## src/include/periph_defs.svh

```systemverilog
// Register map, bus widths and engine timing defaults, included by the RTL that needs them.
`ifndef PERIPH_DEFS_SVH
`define PERIPH_DEFS_SVH

// Bus widths.
`define PERIPH_ADDR_W 8
`define PERIPH_DATA_W 32

// ##########################################################################
// Register map
// ##########################################################################

`define REG_UART_TX  8'h00 // Write only, low byte is sent.
`define REG_SPI_DATA 8'h04 // Write starts an exchange, read gives the last byte.
`define REG_STATUS   8'h08 // Read only.

// Status bit positions.
`define STATUS_UART_BUSY 0
`define STATUS_SPI_BUSY  1

// ##########################################################################
// Engine timing
// ##########################################################################

`define UART_CLKS_PER_BIT 8 // Clock cycles per UART bit.
`define SPI_HALF_PERIOD   2 // Clock cycles per SPI clock phase.

`endif

```

## src/logic/periph_pkg.sv

```systemverilog
// Shared state and response types for the peripheral subsystem, referenced by scoped name.
`default_nettype none

package periph_pkg;

    // UART transmitter states.
    typedef enum logic [1:0] {
        UART_IDLE  = 2'd0,
        UART_START = 2'd1,
        UART_DATA  = 2'd2,
        UART_STOP  = 2'd3
    } uart_state_e;

    // SPI master states.
    typedef enum logic [1:0] {
        SPI_IDLE   = 2'd0,
        SPI_LOW    = 2'd1, // Clock low, MOSI settles.
        SPI_HIGH   = 2'd2, // Clock high.
        SPI_FINISH = 2'd3  // Chip select hold before release.
    } spi_state_e;

    // Register port response codes.
    typedef enum logic [1:0] {
        RESP_OKAY   = 2'd0,
        RESP_SLVERR = 2'd2
    } bus_resp_e;

endpackage

`default_nettype wire

```

## src/logic/uart_tx.sv

```systemverilog
// UART transmitter that sends one 8N1 frame for each byte taken on its start handshake.
`timescale 1ns/1ns
`default_nettype none

`include "periph_defs.svh"

module uart_tx #(
    parameter int CLKS_PER_BIT = `UART_CLKS_PER_BIT
) (
    input  logic       clk_i,
    input  logic       rst_n_i,
    input  logic       start_valid_i,
    input  logic [7:0] start_data_i,
    output logic       start_ready_o,
    output logic       uart_tx_o
);

    localparam int CNT_W = (CLKS_PER_BIT > 1) ? $clog2(CLKS_PER_BIT) : 1;
    localparam logic [CNT_W-1:0] CNT_LAST = CNT_W'(CLKS_PER_BIT - 1);

    periph_pkg::uart_state_e state_q;
    logic [CNT_W-1:0]        cnt_q;
    logic [2:0]              bit_q;
    logic [7:0]              shift_q;
    logic                    tx_q;
    logic                    bit_done;
    logic                    start_fire;

    assign start_ready_o = (state_q == periph_pkg::UART_IDLE);
    assign start_fire    = start_valid_i && start_ready_o;
    assign bit_done      = (cnt_q == CNT_LAST);
    assign uart_tx_o     = tx_q;

    always_ff @(posedge clk_i) begin
        if (!rst_n_i) begin
            state_q <= periph_pkg::UART_IDLE;
            cnt_q   <= '0;
            bit_q   <= '0;
            tx_q    <= 1'b1; // Line idles high.
        end else begin
            cnt_q <= bit_done ? '0 : cnt_q + 1'b1;
            case (state_q)
                periph_pkg::UART_IDLE: begin
                    cnt_q <= '0;
                    if (start_fire) begin
                        state_q <= periph_pkg::UART_START;
                        tx_q    <= 1'b0;
                    end
                end
                periph_pkg::UART_START: begin
                    if (bit_done) begin
                        state_q <= periph_pkg::UART_DATA;
                        tx_q    <= shift_q[0];
                        bit_q   <= '0;
                    end
                end
                periph_pkg::UART_DATA: begin
                    if (bit_done) begin
                        if (bit_q == 3'd7) begin
                            state_q <= periph_pkg::UART_STOP;
                            tx_q    <= 1'b1;
                        end else begin
                            bit_q <= bit_q + 1'b1;
                            tx_q  <= shift_q[0];
                        end
                    end
                end
                periph_pkg::UART_STOP: begin
                    if (bit_done) state_q <= periph_pkg::UART_IDLE;
                end
                default: state_q <= periph_pkg::UART_IDLE;
            endcase
        end
    end

    // Shifted right so the next bit always sits at position 0.
    always_ff @(posedge clk_i) begin
        if (start_fire) begin
            shift_q <= start_data_i;
        end else if (bit_done && (state_q == periph_pkg::UART_START ||
                                  state_q == periph_pkg::UART_DATA)) begin
            shift_q <= shift_q >> 1;
        end
    end

    // A byte held off by a frame in flight waits unchanged until idle takes it.
    a_start_hold: assert property (@(posedge clk_i) disable iff (!rst_n_i)
        (start_valid_i && !start_ready_o) |=> start_valid_i && $stable(start_data_i));

endmodule

`default_nettype wire

```

## src/logic/spi_master.sv

```systemverilog
// SPI mode-0 master that exchanges one byte MSB first for each accepted start request.
`timescale 1ns/1ns
`default_nettype none

`include "periph_defs.svh"

module spi_master #(
    parameter int HALF_PERIOD = `SPI_HALF_PERIOD
) (
    input  logic       clk_i,
    input  logic       rst_n_i,
    input  logic       start_valid_i,
    input  logic [7:0] start_data_i,
    output logic       start_ready_o,
    output logic [7:0] rx_data_o,
    output logic       spi_clk_o,
    output logic       spi_mosi_o,
    input  logic       spi_miso_i,
    output logic       spi_cs_n_o
);

    localparam int CNT_W = (HALF_PERIOD > 1) ? $clog2(HALF_PERIOD) : 1;
    localparam logic [CNT_W-1:0] CNT_LAST = CNT_W'(HALF_PERIOD - 1);

    periph_pkg::spi_state_e state_q;
    logic [CNT_W-1:0]       cnt_q;
    logic [2:0]             bit_q;
    logic [7:0]             shift_q;
    logic [7:0]             rx_q;
    logic                   miso_q;
    logic                   sclk_q;
    logic                   cs_n_q;
    logic                   half_done;
    logic                   start_fire;

    assign start_ready_o = (state_q == periph_pkg::SPI_IDLE);
    assign start_fire    = start_valid_i && start_ready_o;
    assign half_done     = (cnt_q == CNT_LAST);

    assign rx_data_o  = rx_q;
    assign spi_clk_o  = sclk_q;
    assign spi_cs_n_o = cs_n_q;
    assign spi_mosi_o = cs_n_q ? 1'b0 : shift_q[7]; // Quiet while deselected.

    // ##########################################################################
    // Sequencing
    // ##########################################################################

    always_ff @(posedge clk_i) begin
        if (!rst_n_i) begin
            state_q <= periph_pkg::SPI_IDLE;
            cnt_q   <= '0;
            bit_q   <= '0;
            sclk_q  <= 1'b0;
            cs_n_q  <= 1'b1;
            rx_q    <= '0;
        end else begin
            cnt_q <= half_done ? '0 : cnt_q + 1'b1;
            case (state_q)
                periph_pkg::SPI_IDLE: begin
                    cnt_q <= '0;
                    if (start_fire) begin
                        state_q <= periph_pkg::SPI_LOW;
                        cs_n_q  <= 1'b0;
                        bit_q   <= '0;
                    end
                end
                periph_pkg::SPI_LOW: begin
                    if (half_done) begin
                        state_q <= periph_pkg::SPI_HIGH;
                        sclk_q  <= 1'b1; // Rising edge.
                    end
                end
                periph_pkg::SPI_HIGH: begin
                    if (half_done) begin
                        sclk_q <= 1'b0;
                        if (bit_q == 3'd7) begin
                            state_q <= periph_pkg::SPI_FINISH;
                        end else begin
                            state_q <= periph_pkg::SPI_LOW;
                            bit_q   <= bit_q + 1'b1;
                        end
                    end
                end
                periph_pkg::SPI_FINISH: begin
                    if (half_done) begin
                        state_q <= periph_pkg::SPI_IDLE;
                        cs_n_q  <= 1'b1;
                        rx_q    <= shift_q;
                    end
                end
                default: state_q <= periph_pkg::SPI_IDLE;
            endcase
        end
    end

    // MISO is caught on the rising edge and shifted in on the falling edge.
    always_ff @(posedge clk_i) begin
        if (start_fire) begin
            shift_q <= start_data_i;
        end else if (half_done && state_q == periph_pkg::SPI_HIGH) begin
            shift_q <= {shift_q[6:0], miso_q};
        end
        if (half_done && state_q == periph_pkg::SPI_LOW) begin
            miso_q <= spi_miso_i;
        end
    end

    a_clk_idle_low: assert property (@(posedge clk_i) disable iff (!rst_n_i)
        spi_cs_n_o |-> !spi_clk_o);

endmodule

`default_nettype wire

```

## src/logic/reg_bridge.sv

```systemverilog
// Register bridge that decodes host reads and writes and steers them to the UART and SPI engines.
`timescale 1ns/1ns
`default_nettype none

`include "periph_defs.svh"

module reg_bridge (
    input  logic                        clk_i,
    input  logic                        rst_n_i,
    // Host write request and response.
    input  logic                        wr_valid_i,
    input  logic [`PERIPH_ADDR_W-1:0]   wr_addr_i,
    input  logic [`PERIPH_DATA_W-1:0]   wr_data_i,
    output logic                        wr_ready_o,
    output logic                        wr_resp_valid_o,
    output periph_pkg::bus_resp_e       wr_resp_o,
    input  logic                        wr_resp_ready_i,
    // Host read request and response.
    input  logic                        rd_valid_i,
    input  logic [`PERIPH_ADDR_W-1:0]   rd_addr_i,
    output logic                        rd_ready_o,
    output logic                        rd_resp_valid_o,
    output logic [`PERIPH_DATA_W-1:0]   rd_data_o,
    output periph_pkg::bus_resp_e       rd_resp_o,
    input  logic                        rd_resp_ready_i,
    // Engines.
    output logic                        uart_valid_o,
    output logic [7:0]                  uart_data_o,
    input  logic                        uart_ready_i,
    output logic                        spi_valid_o,
    output logic [7:0]                  spi_data_o,
    input  logic                        spi_ready_i,
    input  logic [7:0]                  spi_rx_data_i
);

    logic                      wr_is_uart;
    logic                      wr_is_spi;
    logic                      wr_target_ready;
    logic                      wr_fire;
    logic                      wr_resp_valid_q;
    periph_pkg::bus_resp_e     wr_resp_q;

    logic                      rd_fire;
    logic                      rd_resp_valid_q;
    logic [`PERIPH_DATA_W-1:0] rd_data_q;
    logic [`PERIPH_DATA_W-1:0] rd_data_next;
    logic [`PERIPH_DATA_W-1:0] status_word;
    periph_pkg::bus_resp_e     rd_resp_q;
    periph_pkg::bus_resp_e     rd_resp_next;

    // ##########################################################################
    // Write path
    // ##########################################################################

    assign wr_is_uart = (wr_addr_i == `REG_UART_TX);
    assign wr_is_spi  = (wr_addr_i == `REG_SPI_DATA);

    // Unmapped and read-only addresses never stall.
    assign wr_target_ready = wr_is_uart ? uart_ready_i : (wr_is_spi ? spi_ready_i : 1'b1);
    assign wr_ready_o      = !wr_resp_valid_q && wr_target_ready;
    assign wr_fire         = wr_valid_i && wr_ready_o;

    assign uart_valid_o = wr_valid_i && !wr_resp_valid_q && wr_is_uart;
    assign spi_valid_o  = wr_valid_i && !wr_resp_valid_q && wr_is_spi;
    assign uart_data_o  = wr_data_i[7:0];
    assign spi_data_o   = wr_data_i[7:0];

    always_ff @(posedge clk_i) begin
        if (!rst_n_i) begin
            wr_resp_valid_q <= 1'b0;
        end else if (wr_fire) begin
            wr_resp_valid_q <= 1'b1;
        end else if (wr_resp_ready_i) begin
            wr_resp_valid_q <= 1'b0;
        end
    end

    always_ff @(posedge clk_i) begin
        if (wr_fire) begin
            wr_resp_q <= (wr_is_uart || wr_is_spi) ? periph_pkg::RESP_OKAY
                                                   : periph_pkg::RESP_SLVERR;
        end
    end

    assign wr_resp_valid_o = wr_resp_valid_q;
    assign wr_resp_o       = wr_resp_q;

    // ##########################################################################
    // Read path
    // ##########################################################################

    always_comb begin
        status_word = '0;
        status_word[`STATUS_UART_BUSY] = !uart_ready_i;
        status_word[`STATUS_SPI_BUSY]  = !spi_ready_i;
    end

    always_comb begin
        rd_data_next = '0;
        rd_resp_next = periph_pkg::RESP_OKAY;
        case (rd_addr_i)
            `REG_SPI_DATA: rd_data_next[7:0] = spi_rx_data_i;
            `REG_STATUS:   rd_data_next = status_word;
            default:       rd_resp_next = periph_pkg::RESP_SLVERR; // Includes write-only TX.
        endcase
    end

    assign rd_ready_o = !rd_resp_valid_q;
    assign rd_fire    = rd_valid_i && rd_ready_o;

    always_ff @(posedge clk_i) begin
        if (!rst_n_i) begin
            rd_resp_valid_q <= 1'b0;
        end else if (rd_fire) begin
            rd_resp_valid_q <= 1'b1;
        end else if (rd_resp_ready_i) begin
            rd_resp_valid_q <= 1'b0;
        end
    end

    always_ff @(posedge clk_i) begin
        if (rd_fire) begin
            rd_data_q <= rd_data_next; // Status is sampled here.
            rd_resp_q <= rd_resp_next;
        end
    end

    assign rd_resp_valid_o = rd_resp_valid_q;
    assign rd_data_o       = rd_data_q;
    assign rd_resp_o       = rd_resp_q;

    // Responses hold under back-pressure.
    a_wr_resp_hold: assert property (@(posedge clk_i) disable iff (!rst_n_i)
        (wr_resp_valid_o && !wr_resp_ready_i) |=> wr_resp_valid_o && $stable(wr_resp_o));

    a_rd_resp_hold: assert property (@(posedge clk_i) disable iff (!rst_n_i)
        (rd_resp_valid_o && !rd_resp_ready_i) |=>
            rd_resp_valid_o && $stable(rd_data_o) && $stable(rd_resp_o));

endmodule

`default_nettype wire

```

## src/logic/periph_top.sv

```systemverilog
// Peripheral top level joining the register bridge to the UART and SPI engines and their pins.
`timescale 1ns/1ns
`default_nettype none

`include "periph_defs.svh"

module periph_top (
    input  logic                        clk_i,
    input  logic                        rst_n_i,

    input  logic                        wr_valid_i,
    input  logic [`PERIPH_ADDR_W-1:0]   wr_addr_i,
    input  logic [`PERIPH_DATA_W-1:0]   wr_data_i,
    output logic                        wr_ready_o,
    output logic                        wr_resp_valid_o,
    output periph_pkg::bus_resp_e       wr_resp_o,
    input  logic                        wr_resp_ready_i,

    input  logic                        rd_valid_i,
    input  logic [`PERIPH_ADDR_W-1:0]   rd_addr_i,
    output logic                        rd_ready_o,
    output logic                        rd_resp_valid_o,
    output logic [`PERIPH_DATA_W-1:0]   rd_data_o,
    output periph_pkg::bus_resp_e       rd_resp_o,
    input  logic                        rd_resp_ready_i,

    output logic                        uart_tx_o,

    output logic                        spi_clk_o,
    output logic                        spi_mosi_o,
    input  logic                        spi_miso_i,
    output logic                        spi_cs_n_o
);

    logic       uart_valid;
    logic [7:0] uart_data;
    logic       uart_ready;

    logic       spi_valid;
    logic [7:0] spi_data;
    logic       spi_ready;
    logic [7:0] spi_rx_data;

    reg_bridge i_reg_bridge (
        .clk_i          (clk_i),
        .rst_n_i        (rst_n_i),
        .wr_valid_i     (wr_valid_i),
        .wr_addr_i      (wr_addr_i),
        .wr_data_i      (wr_data_i),
        .wr_ready_o     (wr_ready_o),
        .wr_resp_valid_o(wr_resp_valid_o),
        .wr_resp_o      (wr_resp_o),
        .wr_resp_ready_i(wr_resp_ready_i),
        .rd_valid_i     (rd_valid_i),
        .rd_addr_i      (rd_addr_i),
        .rd_ready_o     (rd_ready_o),
        .rd_resp_valid_o(rd_resp_valid_o),
        .rd_data_o      (rd_data_o),
        .rd_resp_o      (rd_resp_o),
        .rd_resp_ready_i(rd_resp_ready_i),
        .uart_valid_o   (uart_valid),
        .uart_data_o    (uart_data),
        .uart_ready_i   (uart_ready),
        .spi_valid_o    (spi_valid),
        .spi_data_o     (spi_data),
        .spi_ready_i    (spi_ready),
        .spi_rx_data_i  (spi_rx_data)
    );

    uart_tx #(
        .CLKS_PER_BIT(`UART_CLKS_PER_BIT)
    ) i_uart_tx (
        .clk_i        (clk_i),
        .rst_n_i      (rst_n_i),
        .start_valid_i(uart_valid),
        .start_data_i (uart_data),
        .start_ready_o(uart_ready),
        .uart_tx_o    (uart_tx_o)
    );

    spi_master #(
        .HALF_PERIOD(`SPI_HALF_PERIOD)
    ) i_spi_master (
        .clk_i        (clk_i),
        .rst_n_i      (rst_n_i),
        .start_valid_i(spi_valid),
        .start_data_i (spi_data),
        .start_ready_o(spi_ready),
        .rx_data_o    (spi_rx_data),
        .spi_clk_o    (spi_clk_o),
        .spi_mosi_o   (spi_mosi_o),
        .spi_miso_i   (spi_miso_i),
        .spi_cs_n_o   (spi_cs_n_o)
    );

endmodule

`default_nettype wire

```

## config.mk

```make
export PLATFORM = sky130hd
export DESIGN_NAME = periph_top
export DESIGN_NICKNAME = d
export VERILOG_FILES = /design/src/logic/periph_pkg.sv /design/src/logic/uart_tx.sv /design/src/logic/spi_master.sv /design/src/logic/reg_bridge.sv /design/src/logic/periph_top.sv
export VERILOG_INCLUDE_DIRS = /design/src /design/src/include
export SDC_FILE = /design/constraint.sdc
export NUM_CORES = 1
export LEC_CHECK = 0
export BUFFER_PORTS_ARGS = -buffer_cell sky130_fd_sc_hd__buf_2
export CELL_PAD_IN_SITES_DETAIL_PLACEMENT = 1
export CELL_PAD_IN_SITES_GLOBAL_PLACEMENT = 2
export CORE_MARGIN = 10
export CORE_UTILIZATION = 27
export DETAILED_ROUTE_END_ITERATION = 10
export MAX_ROUTING_LAYER = met4
export PLACE_DENSITY_LB_ADDON = 0.3
export SLEW_MARGIN = 10
export SYNTH_ARGS = -nofsm -noshare
export SYNTH_HDL_FRONTEND = slang
export SYNTH_SLANG_ARGS = --single-unit
```

## constraint.sdc

```tcl
create_clock -name clk_i -period 2.2 [get_ports clk_i]
set_input_delay 0.44 -clock clk_i [delete_from_list [all_inputs] [get_ports clk_i]]
set_output_delay 0.44 -clock clk_i [all_outputs]
set_load 0.005 [all_outputs]
```

==> results of run 1 <==
-- Yosys cell counts, drive strengths merged (3+ instances only) --
cell	count
nand2b	5
edfxtp	27
o21a	4
buf	28
and2	9
inv	7
nand2	30
a22oi	4
o21ai	8
dfxtp	27
mux2	16
nor2	7
nor2b	11
ha	12
mux2i	3
nor4	4
a21boi	10
nor3b	3
clkbuf	7
-- metal layers --
| metal | GRT usage | vias up | part of all wire |
|---|---|---|---|
| li1 | - | 923 | - |
| met1 | 0.103 | 882 | 0.46 |
| met2 | 0.145 | 46 | 0.49 |
| met3 | 0.0223 | 4 | 0.043 |
| met4 | 0.0226 | 0 | 0.0078 |
| met5 | - | - | 0 |
-- worst paths after layout --
| path | endpoint | startpoint | cells past startpoint | slack, ps |
|---|---|---|---|---|
| max | i_uart_tx.shift_q[1] | wr_addr_i[7] | 7 | 170 |
| min | i_spi_master.miso_q | spi_miso_i | 1 | 330 |
| max reg2reg | i_uart_tx.shift_q[1] | i_uart_tx.state_q[1] | 6 | 360 |
| min reg2reg | i_uart_tx.cnt_q[0] | i_uart_tx.cnt_q[0] | 1 | 430 |
-- cell type report --
class | instances | area [µm²]
fillers | 1123 | 6590
flip-flops and latches | 54 | 1350
multi-input cells | 176 | 1200
repair buffers | 61 | 350
well taps | 133 | 166
clock buffers | 6 | 72.6
inverters | 7 | 26.3
clock inverters | 2 | 13.8
-- sequential cells by signal, summed over array words and instances (netlist names), 3 cells and up --
register,count
i_spi_master.shift_q,8
i_reg_bridge.rd_data_o,8
i_uart_tx.cnt_q,3
i_uart_tx.bit_q,3
i_spi_master.rx_data_o,8
i_spi_master.bit_q,3
i_uart_tx.shift_q,8
-- worst max-delay path: cells and delay by family --
family,cells,cell delay [ps]
buf+inv,3,340
mux,1,310
simple gates,3,1000
-- kinds of logic after synthesis --
group / count (synthesis) / share of synthesized area
muxes: 19 / 0.0870
buffers and inverters: 42 / 0.0971
adders and majority gates: 12 / 0.0552
other: 1 / 0.00138
DFF: 54 / 0.497
and+or+nand+nor: 78 / 0.153
AOI/OAI and AO/OA: 41 / 0.109
-- power groups by stage --
stage,logic [mW],clock network [mW],registers [mW]
finish,0.153,0.554,1.08
global route,0.176,0.627,1.08
CTS,0.155,0.584,1.08
detailed placement,0.154,0,1.10
global placement,0.152,0,1.10
floorplan,0.110,0,1.10
-- through the flow --
stage | setup WS [ps] | area (µm²) | utilization | TNS (ps) | instances
after floorplan | 5.77 | 2820 | - | 0 | 272
after detailed placement | -168 | 3090 | 0.317 | -4880 | 431
final | 171 | 3180 | 0.325 | 0 | 439
after global routing | 113 | 3180 | 0.325 | 0 | 439
after CTS | 172 | 3180 | 0.325 | 0 | 439
after global placement | -150 | 3090 | 0.317 | -4200 | 431
==> results.json, run 1 <==
{
  "grt-ovfl-total": 0,
  "cts_buffers": 5,
  "p_switching_uw": 424,
  "ir_drop_uv": 262,
  "synth_ff_type": "edfxtp_1",
  "wl_per_cell_um": 14.1,
  "detail-route-antenna-nets": 0,
  "yosys_warnings": 0,
  "syn_to_final_growth_pct": 17.0,
  "async_reset_ff_frac": 0,
  "finClkSkew_ps": 3.73,
  "layout_commonest_cell": "buf_2",
  "yosysTopAreaCell": "edfxtp_1",
  "clkPwrFrac": 0.311,
  "syn_area_mm2": 0.00272,
  "grt_pass1_vias": 2065,
  "ctsResizeCount": 0,
  "grt_first_pass_wirelength_mm": 10.2,
  "cp_slowest_stage_delay_ps": 550,
  "place_hpwl_mm": 4.97,
  "gp_congestion": 0.750,
  "htreeDepth": 2,
  "grt_usage": 0.0872,
  "cts_hold_buf": 0,
  "rsz0062_at_grt": "no",
  "dieArea_mm2": 0.0145,
  "synth.top_cell.area_share": 0.298,
  "insertion_delay_ps": 310,
  "cts_max_path_buffers": 2,
  "diodes": 0,
  "synth_edf_count": 27,
  "ios": 99,
  "whs_ps": 327,
  "most-common-layout-cells": "buf_2 (48), nand2_1 (30), edfxtp_1 (27), dfxtp_1 (27), conb_1 (26)",
  "slew_viol_final": 0,
  "port_buffers": 48,
  "fmax_mhz": 493,
  "synth.ff_latch_count": 54,
  "path_clk_slew_ps": 100,
  "grt_max_degree": 17,
  "synth.top_cells.by_area": "edfxtp_1 (30%), dfxtp_1 (20%), buf_4 (7.2%)",
  "firstDrtPassIters": 2,
  "crit_arrival_ps": 2100,
  "cap_violations": 0,
  "cts_setup_buffers": 0,
  "start_util": 0.278,
  "p_total_mw": 1.78,
  "rows": 36,
  "power.internal_mw": 1.36,
  "crit_required_ps": 2270,
  "p_sw_frac": 0.238,
  "period_share": 0.922,
  "fp.dieW_um": 120,
  "ys_types": 41,
  "final_layout_size_suffix_gt1_frac": 0.294,
  "cts-root-buf": "clkbuf_8",
  "powerDensity_mw_per_mm2": 560,
  "cp-end-kind": "flop",
  "cp-start-kind": "primary input",
  "drc_errors": 0,
  "p_leak_nw": 1.33,
  "period_minus_slack_ps": 2030,
  "drt_wl_total_mm": 6.19,
  "cp_max_fo": 9,
  "hp-class": "primary input to flop",
  "status": "complete, no violations",
  "finalNetCount": 372,
  "grt_antenna_before_repair": 0,
  "dr.first_iter.drc_count": 73,
  "setup_viol": 0,
  "critical_path_class": "primary input to flop",
  "cts.sinks": 54,
  "avgSynthCellArea_um2": 11.0,
  "vias": 1855,
  "crit_path_cell_trace": "buf_2 > or4_4 > nor2_4 > inv_2 > or3_1 > buf_4 > mux2_4",
  "crit_slowest_cell": "or4_4",
  "p_comb_frac": 0.086,
  "hold_viol_final": 0,
  "netlist_instances": 247,
  "pwr-share-seq": 0.603,
  "viasPerCell": 4.23,
  "yosysSeqAreaShare": 0.497,
  "fp.dieH_um": 120,
  "core_area_mm2": 0.00977,
  "cts_tree": "built"
}
No activity file was read; power rests on OpenSTA's default activity.
==> inputs of run 2 (changes only) <==
--- a/config.mk
+++ b/config.mk
@@ -10,7 +10,8 @@
 export CELL_PAD_IN_SITES_DETAIL_PLACEMENT = 1
 export CELL_PAD_IN_SITES_GLOBAL_PLACEMENT = 2
 export CORE_MARGIN = 10
-export CORE_UTILIZATION = 27
+export CORE_UTILIZATION = 25
+export CTS_CLUSTER_DIAMETER = 50
 export DETAILED_ROUTE_END_ITERATION = 10
 export MAX_ROUTING_LAYER = met4
 export PLACE_DENSITY_LB_ADDON = 0.3
==> results.json, run 2 (same netlist as run 1, synthesis figures left out) <==
{
  "syn_to_final_growth_pct": 18.6,
  "status": "complete, no violations",
  "cts_buffers": 5,
  "finClkSkew_ps": 8.28,
  "period_minus_slack_ps": 2020,
  "cts.sinks": 54,
  "fillers": 1273,
  "insertion_delay_ps": 310,
  "top_usage_layer": "met2",
  "fmax_mhz": 494,
  "grt_pass1_vias": 1972,
  "placedCellCount": 439,
  "ios": 99,
  "p_leak_nw": 1.35,
  "fp.dieW_um": 124,
  "grtUsageMet2": 0.127,
  "slew_viol_final": 0,
  "vias": 1824,
  "cp-start-kind": "primary input",
  "fp.dieH_um": 124,
  "place_area_mm2": 0.00311,
  "detail-route-antenna-nets": 0,
  "worst_hold_path.num_cells": 1,
  "place_hpwl_mm": 4.90,
  "dp_slack_ps": -183,
  "worst-r2r-setup-slack_ps": 340,
  "grt_antenna_before_repair": 0,
  "core_area_mm2": 0.0107,
  "gp_congestion": 0.706,
  "grt_first_pass_wirelength_mm": 10.0,
  "met1_usage": 0.0953,
  "cp_max_fo": 9,
  "cts_tree": "built",
  "use_met3": 0.0200,
  "period_share": 0.919,
  "firstDrtPassIters": 4,
  "crit_required_ps": 2270,
  "fin_area_mm2": 0.00322,
  "dieArea_mm2": 0.0154,
  "rsz0062_at_grt": "no",
  "drc_errors": 0,
  "holdPathEnd": "i_spi_master.miso_q",
  "cts_max_path_buffers": 2,
  "most-common-layout-cells": "buf_2 (48), nand2_1 (30), edfxtp_1 (27), dfxtp_1 (27), conb_1 (26)",
  "cts_setup_buffers": 0,
  "hp-class": "primary input to flop",
  "dr.first_iter.drc_count": 34,
  "diodes": 0,
  "cp-end-kind": "flop",
  "wl_per_cell_um": 13.7,
  "grt_usage": 0.0796,
  "final_core_util": 0.300,
  "finalNonFillerCells": 447,
  "final_layout_size_suffix_gt1_frac": 0.300,
  "grt-ovfl-total": 0,
  "layout_commonest_cell": "buf_2",
  "ir_drop_uv": 236,
  "setup_viol": 0,
  "viasPerCell": 4.08,
  "powerDensity_mw_per_mm2": 582,
  "cap_violations": 0,
  "start_util": 0.253,
  "htreeDepth": 2,
  "grt_max_degree": 19,
  "r2r-end": "i_uart_tx.shift_q[5]",
  "ctsResizeCount": 0,
  "setup_ws_ps": 177,
  "port_buffers": 48,
  "hp-start": "spi_miso_i",
  "critical_path_class": "primary input to flop",
  "path_clk_slew_ps": 100,
  "drt_wl_total_mm": 6.13,
  "cts-root-buf": "clkbuf_8",
  "crit_arrival_ps": 2100,
  "worstRegToRegCells": 6,
  "r2r_start": "i_uart_tx.state_q[0]",
  "finalNetCount": 373,
  "hold_viol_final": 0,
  "cts_hold_buf": 0,
  "rows": 38
}
run 2: cell types whose count changed in the layout (fill, tap and decap cells not counted), sizes merged:
cell,change
inv,+1
buf,+1
clkinvlp,-1
run 2: cell type report:
class                      instances  area (µm²)  share of cell area
tap                              140         175              0.0544
sequential                        54        1350               0.419
inverter                           7        26.3             0.00816
clock buffer                       6        93.8              0.0291
timing repair buffer              62         358               0.111
clock inverter                     2        17.5             0.00544
multi-input combinational        176        1200               0.372
run 2: worst max path at each step:
stage | start | end | slack, ps | depth (start not counted)
finish | wr_addr_i[7] | i_uart_tx.shift_q[5] | 180 | 7
floorplan | wr_addr_i[7] | i_spi_master.shift_q[0] | 6 | 4
global placement | wr_addr_i[7] | i_uart_tx.shift_q[6] | -180 | 7
global route | wr_addr_i[7] | i_spi_master.shift_q[1] | 120 | 6
CTS | wr_addr_i[7] | i_uart_tx.shift_q[5] | 160 | 7
detailed placement | wr_addr_i[7] | i_uart_tx.shift_q[1] | -180 | 7
run 2: critical path, stage by stage:
cell and delay, ps:
buf_2 100, or4_4 540, nor2_4 110, inv_2 40, or3_1 350, buf_4 200, mux2_4 300
run 2: power by group:
part           leakage (nW)  switching (mW)  internal, mW
Sequential            0.485          0.0100          1.07
Combinational         0.812          0.0842        0.0680
Clock                0.0569           0.347         0.300
Total                  1.35           0.442          1.43
run 2: per-layer routing:
| metal | vias to the layer above | wire length [µm] |
|---|---|---|
| met5 | - | 0 |
| met4 | 0 | 74 |
| met3 | 6 | 241 |
| met2 | 46 | 2890 |
| met1 | 845 | 2920 |
| li1 | 927 | - |
run 2: per-stage QoR:
step / setup TNS, ps / total power, mW / hold slack [ps]
after floorplan: 0 / 1.21 / 398
after global placement: -4970 / 1.25 / 409
after detailed placement: -4980 / 1.25 / 429
after CTS: 0 / 1.91 / 290
after global routing: 0 / 1.97 / 289
final: 0 / 1.88 / 300
==> inputs of run 3 (changes only) <==
--- a/config.mk
+++ b/config.mk
@@ -7,11 +7,12 @@
 export NUM_CORES = 1
 export LEC_CHECK = 0
 export BUFFER_PORTS_ARGS = -buffer_cell sky130_fd_sc_hd__buf_2
-export CELL_PAD_IN_SITES_DETAIL_PLACEMENT = 1
+export CELL_PAD_IN_SITES_DETAIL_PLACEMENT = 0
 export CELL_PAD_IN_SITES_GLOBAL_PLACEMENT = 2
 export CORE_MARGIN = 10
 export CORE_UTILIZATION = 25
 export CTS_CLUSTER_DIAMETER = 50
+export CTS_CLUSTER_SIZE = 14
 export DETAILED_ROUTE_END_ITERATION = 10
 export MAX_ROUTING_LAYER = met4
 export PLACE_DENSITY_LB_ADDON = 0.3
==> results.json, run 3 (same netlist as run 1, synthesis figures left out) <==
{
  "port_buffers": 48,
  "p_total_mw": 1.83,
  "grtUsageMet2": 0.114,
  "crit_required_ps": 2270,
  "path_clk_slew_ps": 110,
  "vias": 1797,
  "powerDensity_mw_per_mm2": 571,
  "final_layout_size_suffix_gt1_frac": 0.300,
  "hp-class": "primary input to flop",
  "fp.dieW_um": 124,
  "crit_arrival_ps": 2100,
  "cap_violations": 0,
  "crit_path_cell_trace": "buf_2 > or4_4 > nor2_4 > inv_2 > or3_1 > buf_4 > mux2_4",
  "start_util": 0.253,
  "grt_max_degree": 18,
  "drt_wl_total_mm": 5.79,
  "cts_hold_buf": 0,
  "fmax_mhz": 492,
  "ctsResizeCount": 0,
  "crit_slowest_cell": "or4_4",
  "layout_commonest_cell": "buf_2",
  "wl_per_cell_um": 12.9,
  "rsz0062_at_grt": "no",
  "status": "complete, no violations",
  "period_minus_slack_ps": 2030,
  "cts_tree": "built",
  "final_core_util": 0.299,
  "critical_path_class": "primary input to flop",
  "most-common-layout-cells": "buf_2 (48), nand2_1 (30), edfxtp_1 (27), dfxtp_1 (27), conb_1 (26)",
  "grt-ovfl-total": 0,
  "fillers": 1159,
  "finalNonFillerCells": 447,
  "viasPerCell": 4.02,
  "firstDrtPassIters": 4,
  "dieArea_mm2": 0.0154,
  "grt_first_pass_wirelength_mm": 9.35,
  "period_share": 0.923,
  "slew_viol_final": 0,
  "p_leak_nw": 1.34,
  "relSlewSlack": 0.651,
  "whs_ps": 301,
  "cts-root-buf": "clkbuf_8",
  "insertion_delay_ps": 310,
  "core_area_mm2": 0.0107,
  "grt_pass1_vias": 1867,
  "cts_buffers": 5,
  "gp_congestion": 0.706,
  "finClkSkew_ps": 9.08,
  "syn_to_final_growth_pct": 18.1,
  "grt_usage": 0.0742,
  "dr.first_iter.drc_count": 71,
  "ir_drop_uv": 266,
  "drc_errors": 0,
  "use_met3": 0.0226,
  "regArea_mm2": 0.00135,
  "worstMarginPinSlew_ps": 519,
  "diodes": 0,
  "cp_max_fo": 9,
  "cp-end-kind": "flop",
  "cp-start-kind": "primary input",
  "fp.dieH_um": 124,
  "grt_antenna_before_repair": 0,
  "ios": 99,
  "htreeDepth": 2,
  "multiInputGateArea_mm2": 0.00120,
  "finalNetCount": 373,
  "cts_setup_buffers": 0,
  "placedCellCount": 439,
  "rows": 38,
  "setup_viol": 0,
  "cp_slowest_stage_delay_ps": 550,
  "hold_viol_final": 0,
  "place_hpwl_mm": 4.59,
  "fin_tns_setup_ps": 0,
  "detail-route-antenna-nets": 0,
  "cts_max_path_buffers": 2,
  "met1_usage": 0.0898,
  "cts.sinks": 54,
  "top_usage_layer": "met2"
}
[run 3: cell count changes in the layout (fill, tap and decap cells not counted)]
cell | previous run | this run
clkinvlp_4 | 0 | 1
clkbuf_16 | 1 | 0
clkbuf_8 | 5 | 6
clkinv_4 | 1 | 0
[run 3: worst paths after layout]
kind                             start  slack, ps                    to  cells after the start
setup / recovery          wr_addr_i[7]        170  i_uart_tx.shift_q[1]                      7
hold / removal              spi_miso_i        300   i_spi_master.miso_q                      1
setup reg to reg  i_uart_tx.state_q[0]        330  i_uart_tx.shift_q[1]                      6
hold reg to reg     i_uart_tx.cnt_q[0]        440    i_uart_tx.cnt_q[0]                      1
[run 3: critical path, delay by kind of cell]
family / cells / cell delay, ps
buf+inv: 3 / 330
simple gates: 3 / 1010
mux: 1 / 310
[run 3: cell type report]
class | count | area share
Clock buffer | 6 | 0.0257
Clock inverter | 2 | 0.00507
Inverter | 7 | 0.00819
Multi-Input combinational cell | 176 | 0.374
Sequential cell | 54 | 0.421
Tap cell | 140 | 0.0546
Timing Repair Buffer | 62 | 0.112
[run 3: stage by stage]
step / setup WS [ps] / cell area [µm²]
3_5_place_dp: -178 / 3110
4_1_cts: 157 / 3210
5_1_grt: 108 / 3210
6_report: 169 / 3210
3_3_place_gp: -178 / 3110
2_1_floorplan: 5.77 / 2820
[run 3: per-layer routing]
metal | wire length [µm] | vias up
li1 | - | 929
met5 | 0 | -
met2 | 2610 | 48
met1 | 2790 | 813
met4 | 80 | 0
met3 | 311 | 7
[run 3: where the power goes]
group	leakage [nW]	internal, mW	switching, mW
clock	0.0478	0.260	0.346
combinational	0.812	0.0682	0.0829
sequential	0.485	1.07	0.00982
total	1.34	1.39	0.439
